===== config.mk =====
export PLATFORM = sky130hd
export DESIGN_NAME = console_reset_ctrl
export DESIGN_NICKNAME = d
export VERILOG_FILES = /design/src/reset_ctrl_pkg.sv /design/src/lock_event_detect.sv /design/src/reset_hold_timer.sv /design/src/event_counters.sv /design/src/glow_pwm.sv /design/src/status_led_driver.sv /design/src/console_reset_ctrl.sv
export SDC_FILE = /design/constraint.sdc
export NUM_CORES = 1
export LEC_CHECK = 0
export BUFFER_PORTS_ARGS = -buffer_cell sky130_fd_sc_hd__buf_2
export CAP_MARGIN = 15
export CORE_ASPECT_RATIO = 1.75
export CORE_MARGIN = 1
export CORE_UTILIZATION = 30
export DETAILED_ROUTE_END_ITERATION = 6
export GPL_TIMING_DRIVEN = 0
export PLACE_DENSITY = 0.53
export SLEW_MARGIN = 20
export SYNTH_ARGS = -nofsm -noshare
export SYNTH_HDL_FRONTEND = slang
export SYNTH_SLANG_ARGS = --single-unit

===== constraint.sdc =====
create_clock -name control_clock -period 2.1 [get_ports control_clock]
set_input_delay 0.105 -clock control_clock [delete_from_list [all_inputs] [get_ports control_clock]]
set_output_delay 0.105 -clock control_clock [all_outputs]
set_load 0.005 [all_outputs]

===== src/reset_ctrl_pkg.sv =====
package reset_ctrl_pkg;

    ////////////////////////////////////////////////////////////////////////////
    // led pin modes and status display states

    // what the status led pin shows
    typedef enum logic [1:0] {
        LED_STATUS    = 2'd0,
        LED_OPT_RESET = 2'd1,
        LED_DC_RESET  = 2'd2,
        LED_OFF       = 2'd3
    } led_mode_e;

    // listed in decode priority, highest first
    typedef enum logic [2:0] {
        ST_PLL_WAIT    = 3'd0,
        ST_RESYNC      = 3'd1,
        ST_FORCE_GEN   = 3'd2,
        ST_READY       = 3'd3,
        ST_CONFIGURING = 3'd4
    } led_status_e;

    ////////////////////////////////////////////////////////////////////////////
    // timing defaults

    localparam int COUNT_WIDTH = 32;
    localparam int SYNC_STAGES = 2;

    // roughly one second of reset at the control clock rate
    localparam logic [31:0] HOLD_CYCLES_DEFAULT = 32'd32_000_000;

    // counter bits that set the glow and blink periods
    localparam int SLOW_GLOW_BIT = 26;
    localparam int FAST_GLOW_BIT = 22;
    localparam int BLINK_BIT     = 24;

endpackage


===== src/lock_event_detect.sv =====
`timescale 1ns/100ps

module lock_event_detect import reset_ctrl_pkg::*; (
    input  logic control_clock,
    input  logic reset_dc,
    input  logic pll54_locked,
    input  logic pll_hdmi_locked,
    input  logic resync,
    input  logic force_generate,
    output logic pll_hdmi_ready,
    output logic resync_active,
    output logic force_gen_active,
    output logic pll54_lockloss,
    output logic pll_hdmi_lockloss,
    output logic resync_event
);

    // bit order: force_generate, resync, pll_hdmi_locked, pll54_locked
    logic [3:0] async_in;
    logic [3:0] sync_q [SYNC_STAGES];
    logic [3:0] sync_out;
    logic [2:0] prev_q;

    assign async_in = {force_generate, resync, pll_hdmi_locked, pll54_locked};
    assign sync_out = sync_q[SYNC_STAGES-1];

    always_ff @(posedge control_clock) begin
        if (reset_dc) begin
            for (int i = 0; i < SYNC_STAGES; i++) begin
                sync_q[i] <= '0;
            end
            prev_q            <= '0;
            pll54_lockloss    <= 1'b0;
            pll_hdmi_lockloss <= 1'b0;
            resync_event      <= 1'b0;
        end else begin
            sync_q[0] <= async_in;
            for (int i = 1; i < SYNC_STAGES; i++) begin
                sync_q[i] <= sync_q[i-1];
            end
            prev_q <= sync_out[2:0];
            // falling edges of the locks, rising edge of resync
            pll54_lockloss    <= prev_q[0] & ~sync_out[0];
            pll_hdmi_lockloss <= prev_q[1] & ~sync_out[1];
            resync_event      <= ~prev_q[2] & sync_out[2];
        end
    end

    assign pll_hdmi_ready   = sync_out[1];
    assign resync_active    = sync_out[2];
    assign force_gen_active = sync_out[3];

    a_lockloss_single: assert property (@(posedge control_clock) disable iff (reset_dc)
        (pll54_lockloss |=> !pll54_lockloss) and (pll_hdmi_lockloss |=> !pll_hdmi_lockloss));

endmodule


===== src/reset_hold_timer.sv =====
`timescale 1ns/100ps

module reset_hold_timer import reset_ctrl_pkg::*; #(
    parameter logic [COUNT_WIDTH-1:0] hold_cycles = HOLD_CYCLES_DEFAULT
) (
    input  logic control_clock,
    input  logic reset_dc,
    input  logic request,
    output logic hold_low
);

    logic [COUNT_WIDTH-1:0] hold_count;

    ////////////////////////////////////////////////////////////////////////////
    // hold counter

    // restarts on every request cycle, runs only while the line is held
    always_ff @(posedge control_clock) begin
        if (reset_dc) begin
            hold_count <= '0;
            hold_low   <= 1'b0;
        end else if (request) begin
            hold_count <= '0;
            hold_low   <= 1'b1;
        end else if (hold_low) begin
            hold_count <= hold_count + 1'b1;
            if (hold_count == hold_cycles) begin
                hold_low <= 1'b0;
            end
        end
    end

    // line must be pulled low right after a request
    a_request_holds: assert property (@(posedge control_clock) disable iff (reset_dc)
        request |=> hold_low);

endmodule


===== src/event_counters.sv =====
`timescale 1ns/100ps

module event_counters import reset_ctrl_pkg::*; (
    input  logic                   control_clock,
    input  logic                   reset_dc,
    input  logic                   pll54_lockloss,
    input  logic                   pll_hdmi_lockloss,
    input  logic                   resync_event,
    output logic [COUNT_WIDTH-1:0] pll54_lockloss_count,
    output logic [COUNT_WIDTH-1:0] pll_hdmi_lockloss_count,
    output logic [COUNT_WIDTH-1:0] resync_count
);

    // counters wrap, the reader takes differences
    always_ff @(posedge control_clock) begin
        if (reset_dc) begin
            pll54_lockloss_count    <= '0;
            pll_hdmi_lockloss_count <= '0;
            resync_count            <= '0;
        end else begin
            if (pll54_lockloss) begin
                pll54_lockloss_count <= pll54_lockloss_count + 1'b1;
            end
            if (pll_hdmi_lockloss) begin
                pll_hdmi_lockloss_count <= pll_hdmi_lockloss_count + 1'b1;
            end
            if (resync_event) begin
                resync_count <= resync_count + 1'b1;
            end
        end
    end

endmodule


===== src/glow_pwm.sv =====
`timescale 1ns/100ps

module glow_pwm import reset_ctrl_pkg::*; #(
    parameter int bit_pos = SLOW_GLOW_BIT
) (
    input  logic control_clock,
    input  logic reset_dc,
    output logic glow
);

    localparam int RAMP_W = bit_pos / 2;

    logic [bit_pos:0]  glow_count;
    logic [RAMP_W-1:0] ramp;
    logic [RAMP_W-1:0] phase;

    // top bit picks up or down slope of the triangle
    assign ramp  = glow_count[bit_pos] ? ~glow_count[bit_pos-1 -: RAMP_W]
                                       : glow_count[bit_pos-1 -: RAMP_W];
    assign phase = glow_count[bit_pos-RAMP_W-1 -: RAMP_W];

    always_ff @(posedge control_clock) begin
        if (reset_dc) begin
            glow_count <= '0;
            glow       <= 1'b0;
        end else begin
            glow_count <= glow_count + 1'b1;
            // duty follows the ramp
            glow <= (phase < ramp);
        end
    end

endmodule


===== src/status_led_driver.sv =====
`timescale 1ns/100ps

module status_led_driver import reset_ctrl_pkg::*; #(
    parameter int slow_glow_bit = SLOW_GLOW_BIT,
    parameter int fast_glow_bit = FAST_GLOW_BIT,
    parameter int blink_bit     = BLINK_BIT
) (
    input  logic      control_clock,
    input  logic      reset_dc,
    input  led_mode_e led_mode,
    input  logic      pll_hdmi_ready,
    input  logic      resync_active,
    input  logic      force_gen_active,
    input  logic      adv7513_ready,
    input  logic      dc_hold_low,
    input  logic      opt_hold_low,
    output logic      status_led_oe,
    output logic      status_led_level
);

    logic                slow_glow;
    logic                fast_glow;
    logic [blink_bit:0]  blink_count;
    led_status_e         led_status;

    glow_pwm #(.bit_pos(slow_glow_bit)) u_slow_glow (
        .control_clock (control_clock),
        .reset_dc      (reset_dc),
        .glow          (slow_glow)
    );

    glow_pwm #(.bit_pos(fast_glow_bit)) u_fast_glow (
        .control_clock (control_clock),
        .reset_dc      (reset_dc),
        .glow          (fast_glow)
    );

    // status priority, pll lock first
    always_comb begin
        if (!pll_hdmi_ready) led_status = ST_PLL_WAIT;
        else if (resync_active) led_status = ST_RESYNC;
        else if (force_gen_active) led_status = ST_FORCE_GEN;
        else if (adv7513_ready) led_status = ST_READY;
        else led_status = ST_CONFIGURING;
    end

    ////////////////////////////////////////////////////////////////////////////
    // pin drive, led is active low

    always_ff @(posedge control_clock) begin
        if (reset_dc) begin
            blink_count      <= '0;
            status_led_oe    <= 1'b0;
            status_led_level <= 1'b0;
        end else begin
            blink_count <= blink_count + 1'b1;
            case (led_mode)
                LED_STATUS: begin
                    status_led_oe <= 1'b1;
                    case (led_status)
                        ST_PLL_WAIT:    status_led_level <= 1'b1;
                        ST_RESYNC:      status_led_level <= ~fast_glow;
                        ST_FORCE_GEN:   status_led_level <= blink_count[blink_bit] ? ~fast_glow
                                                                                   : 1'b1;
                        ST_READY:       status_led_level <= 1'b0;
                        ST_CONFIGURING: status_led_level <= ~slow_glow;
                        default:        status_led_level <= 1'b1;
                    endcase
                end
                LED_OPT_RESET: begin
                    status_led_oe    <= opt_hold_low;
                    status_led_level <= 1'b0;
                end
                LED_DC_RESET: begin
                    status_led_oe    <= dc_hold_low;
                    status_led_level <= 1'b0;
                end
                default: begin
                    status_led_oe    <= 1'b0;
                    status_led_level <= 1'b0;
                end
            endcase
        end
    end

    a_led_off_released: assert property (@(posedge control_clock) disable iff (reset_dc)
        led_mode == LED_OFF |=> !status_led_oe);

endmodule


===== src/console_reset_ctrl.sv =====
`timescale 1ns/100ps

module console_reset_ctrl import reset_ctrl_pkg::*; #(
    parameter logic [COUNT_WIDTH-1:0] hold_cycles = HOLD_CYCLES_DEFAULT,
    parameter int slow_glow_bit = SLOW_GLOW_BIT,
    parameter int fast_glow_bit = FAST_GLOW_BIT,
    parameter int blink_bit     = BLINK_BIT
) (
    input  logic                   control_clock,
    input  logic                   reset_dc,
    input  logic                   pll54_locked,
    input  logic                   pll_hdmi_locked,
    input  logic                   resync,
    input  logic                   force_generate,
    input  logic                   adv7513_ready,
    input  led_mode_e              led_mode,
    input  logic                   dc_reset_request,
    input  logic                   opt_reset_request,
    output logic                   dc_nreset_low,
    output logic                   opt_nreset_low,
    output logic                   status_led_oe,
    output logic                   status_led_level,
    output logic [COUNT_WIDTH-1:0] pll54_lockloss_count,
    output logic [COUNT_WIDTH-1:0] pll_hdmi_lockloss_count,
    output logic [COUNT_WIDTH-1:0] resync_count
);

    logic pll_hdmi_ready;
    logic resync_active;
    logic force_gen_active;
    logic pll54_lockloss;
    logic pll_hdmi_lockloss;
    logic resync_event;

    ////////////////////////////////////////////////////////////////////////////
    // input side

    lock_event_detect u_lock_event_detect (
        .control_clock     (control_clock),
        .reset_dc          (reset_dc),
        .pll54_locked      (pll54_locked),
        .pll_hdmi_locked   (pll_hdmi_locked),
        .resync            (resync),
        .force_generate    (force_generate),
        .pll_hdmi_ready    (pll_hdmi_ready),
        .resync_active     (resync_active),
        .force_gen_active  (force_gen_active),
        .pll54_lockloss    (pll54_lockloss),
        .pll_hdmi_lockloss (pll_hdmi_lockloss),
        .resync_event      (resync_event)
    );

    ////////////////////////////////////////////////////////////////////////////
    // reset hold and event counts

    // console reset line
    reset_hold_timer #(.hold_cycles(hold_cycles)) u_dc_hold (
        .control_clock (control_clock),
        .reset_dc      (reset_dc),
        .request       (dc_reset_request),
        .hold_low      (dc_nreset_low)
    );

    // optional drive reset line
    reset_hold_timer #(.hold_cycles(hold_cycles)) u_opt_hold (
        .control_clock (control_clock),
        .reset_dc      (reset_dc),
        .request       (opt_reset_request),
        .hold_low      (opt_nreset_low)
    );

    event_counters u_event_counters (
        .control_clock           (control_clock),
        .reset_dc                (reset_dc),
        .pll54_lockloss          (pll54_lockloss),
        .pll_hdmi_lockloss       (pll_hdmi_lockloss),
        .resync_event            (resync_event),
        .pll54_lockloss_count    (pll54_lockloss_count),
        .pll_hdmi_lockloss_count (pll_hdmi_lockloss_count),
        .resync_count            (resync_count)
    );

    ////////////////////////////////////////////////////////////////////////////
    // output side

    status_led_driver #(
        .slow_glow_bit (slow_glow_bit),
        .fast_glow_bit (fast_glow_bit),
        .blink_bit     (blink_bit)
    ) u_status_led_driver (
        .control_clock    (control_clock),
        .reset_dc         (reset_dc),
        .led_mode         (led_mode),
        .pll_hdmi_ready   (pll_hdmi_ready),
        .resync_active    (resync_active),
        .force_gen_active (force_gen_active),
        .adv7513_ready    (adv7513_ready),
        .dc_hold_low      (dc_nreset_low),
        .opt_hold_low     (opt_nreset_low),
        .status_led_oe    (status_led_oe),
        .status_led_level (status_led_level)
    );

endmodule


==> results_dict.tcl <==
set metrics [dict create \
    syn-instance-count 1429 \
    vdd_drop_max_uv 671 \
    routed_via_density 5.17 \
    cp-end-kind "flop" \
    maxSlewHeadroom_pct 46.5 \
    cts_tree "yes" \
    drv_cap 0 \
    dieArea_sq_mm 0.0418 \
    crit_arrival_ns 2.51 \
    coreArea_sq_mm 0.0402 \
    dr.pass1.iters 5 \
    drt_iter0_markers 464 \
    yosys_most_used_dff "dfxtp_1" \
    power_density_mw_per_mm2 708 \
    placed_area_sq_mm 0.0135 \
    fin_nets 1623 \
    io_buffer_count 110 \
    grt_remaining_overflow 0 \
    synthesis.area_sq_mm 0.0123 \
    yosys.area.top_type "dfxtp_1" \
    fin_hold_ws_ns 0.250 \
    cp-start-kind "flop" \
    area_delta_synth_final_pct 21.2 \
    drt_wl_total_microns 33800 \
    route.detailed.drc 0 \
    synth-edff-count 0 \
    htree_levels 1 \
    path_class "flop to flop" \
    min_path_type "input pin to flop" \
    clkLatencyLatePin_ns 0.56 \
    grt_pass1_wl_microns 55200 \
    rsz0062_at_grt "yes" \
    cts.path.max_buffers 3 \
    die_h_microns 270 \
    grtUsageTotal_pct 16.1 \
    layout_setup_ws_ns 0.0582 \
    numCtsBuffers 27 \
    dieWidth_microns 155 \
    fin_area_sq_mm 0.0149 \
    max_freq_mhz 490 \
    ys_types 49 \
    antenna_found_initial 1 \
    grt_pass1_vias 10894 \
    path_clk_slew_ns 0.06 \
    routabilityCongestion 0.807 \
    hold_viol 0 \
    finalMaxSlewViolations 0 \
    grt_max_degree 15 \
    syn_area_per_cell_sq_um 8.59 \
    setup_viol 0 \
    post_drt_wl_per_cell_microns 15.8 \
    yosys_warnings 0 \
    dp.final_hpwl_microns 24300 \
    synth.top_cells.by_count "dfxtp_1 (255), nor2_1 (134), a21oi_1 (116)" \
    io_pins 111 \
    syn_nets 1472 \
    outcome "finished, final reports clean" \
    fin_crit_sh_pct 97.2 \
    start_util_pct 30.6 \
    drive_above_1_share_pct 17.8 \
    ant_nets 0 \
    clock-sinks 255 \
    period_minus_slack_ns 2.04 \
    worstMarginPinSlew_ns 0.796 \
    crit_fanout 10 \
    ys_ff_latch 255 \
    yosysMostFrequentCell "dfxtp_1" \
    post-place-ws_ns -0.871 \
    cp.required_ns 2.57 \
    vias 11089 \
    clockRootBuffer "clkbuf_16" \
    ys_seq_area_share_pct 41.6 \
    p_leak_uw 0.00511 \
    netlist.area_leader.share_pct 41.6 \
    fp-row-count 97 \
    synth_area_leaders "dfxtp_1 (42%), xnor2_1 (5.1%), a21oi_1 (4.7%), nor2_1 (4.1%), nand4_1 (4.0%)" \
    skew_ns 0.0248 \
    ys_async_sr_fraction_pct 0 \
]
stage by stage:
step	TNS, ns	power (uW)	std cells	utilization, %
final	0	10500	2145	37.0
after global routing	-0.0211	11000	2145	37.0
after CTS	0	10700	2142	36.6
after detailed placement	-73.37	5280	2083	33.6
after global placement	-75.51	5280	2083	33.6
after floorplan	0	5170	1429	-
repair_timing:
item | 4_1_cts | 5_1_grt
gates cloned | 0 | 0
setup buffers | 7 | 12
hold endpoints to repair | 14 | 0
setup endpoints to repair | 118 | 88
pin swaps | 6 | 9
resized for setup | 35 | 56
hold buffers | 9 | 0
layout make-up:
class | instances | area, sq um
diodes | 1 | 2.50
plain buffers | 63 | 290
clock buffers | 36 | 779
clock inverters | 13 | 209
fillers | 4145 | 25300
inverters | 37 | 139
multi-input cells | 1058 | 6850
flip-flops and latches | 255 | 5150
well taps | 544 | 681
repair buffers | 138 | 783
per-layer routing:
layer / GRT usage, % / wire (microns) / vias up
li1: - / - / 5544
met1: 16.4 / 13000 / 5289
met2: 31.0 / 18300 / 191
met3: 2.80 / 1380 / 65
met4: 7.56 / 1210 / 0
met5: 0 / 0 / -
state kept, by name, summed over array words and instances, names as in the netlist, 3 cells and up:
name / flops
u_status_led_driver.u_fast_glow.glow_count: 23
u_event_counters.pll54_lockloss_count: 32
u_opt_hold.hold_count: 32
u_status_led_driver.u_slow_glow.glow_count: 27
u_event_counters.pll_hdmi_lockloss_count: 32
u_dc_hold.hold_count: 32
u_event_counters.resync_count: 32
u_lock_event_detect.sync_q: 8
u_status_led_driver.blink_count: 25
u_lock_event_detect.prev_q: 3
power by group:
| group | internal, uW | switching (uW) |
|---|---|---|
| combinational | 97.1 | 180 |
| clock | 3230 | 2120 |
| sequential | 4870 | 33.2 |
| total | 8200 | 2330 |
worst max-delay path, stage by stage (launching register included):
cell and delay, ns:
dfxtp_1 0.38, nand4_1 0.22, buf_4 0.21, or4_4 0.49, buf_4 0.21, or3_1 0.31, a21oi_1 0.13
path summary, 6_finish.rpt:
check	startpoint	end	slack, ns	cells past startpoint
setup / recovery	u_event_counters.resync_count[12]	u_event_counters.resync_count[20]	0.06	6
hold / removal	reset_dc	u_status_led_driver.u_fast_glow.glow_count[20]	0.25	4
setup reg to reg	u_event_counters.resync_count[12]	u_event_counters.resync_count[20]	0.06	6
hold reg to reg	u_lock_event_detect.prev_q[2]	u_lock_event_detect.resync_event	0.38	1
cells by family (layout without fill, tap and decap cells):
kind of cell,Yosys count,count (layout),share of synthesized area (%)
buffers and inverters,116,287,3.67
muxes,26,26,2.29
xor gates and xnor gates,117,117,8.35
DFF,255,255,41.6
and+or+nand+nor,635,635,28.8
AOI/OAI and AO/OA,248,248,12.1
other,0,1,0
adders and majority gates,32,32,3.26
cell usage in the layout (no fill, tap or decap), types with 29 or more instances in the layout:
| cell | instances |
|---|---|
| a21oi_1 | 116 |
| buf_2 | 117 |
| clkbuf_1 | 34 |
| dfxtp_1 | 226 |
| ha_1 | 31 |
| inv_1 | 37 |
| nand2_1 | 75 |
| nand3_1 | 61 |
| nand4_1 | 79 |
| nor2_1 | 134 |
| nor2b_1 | 32 |
| nor4_1 | 29 |
| o21ai_0 | 45 |
| o31ai_1 | 55 |
| or3_1 | 50 |
| or4_1 | 57 |
| xnor2_1 | 72 |
| xor2_1 | 45 |
(Power assumes the default switching activity.)
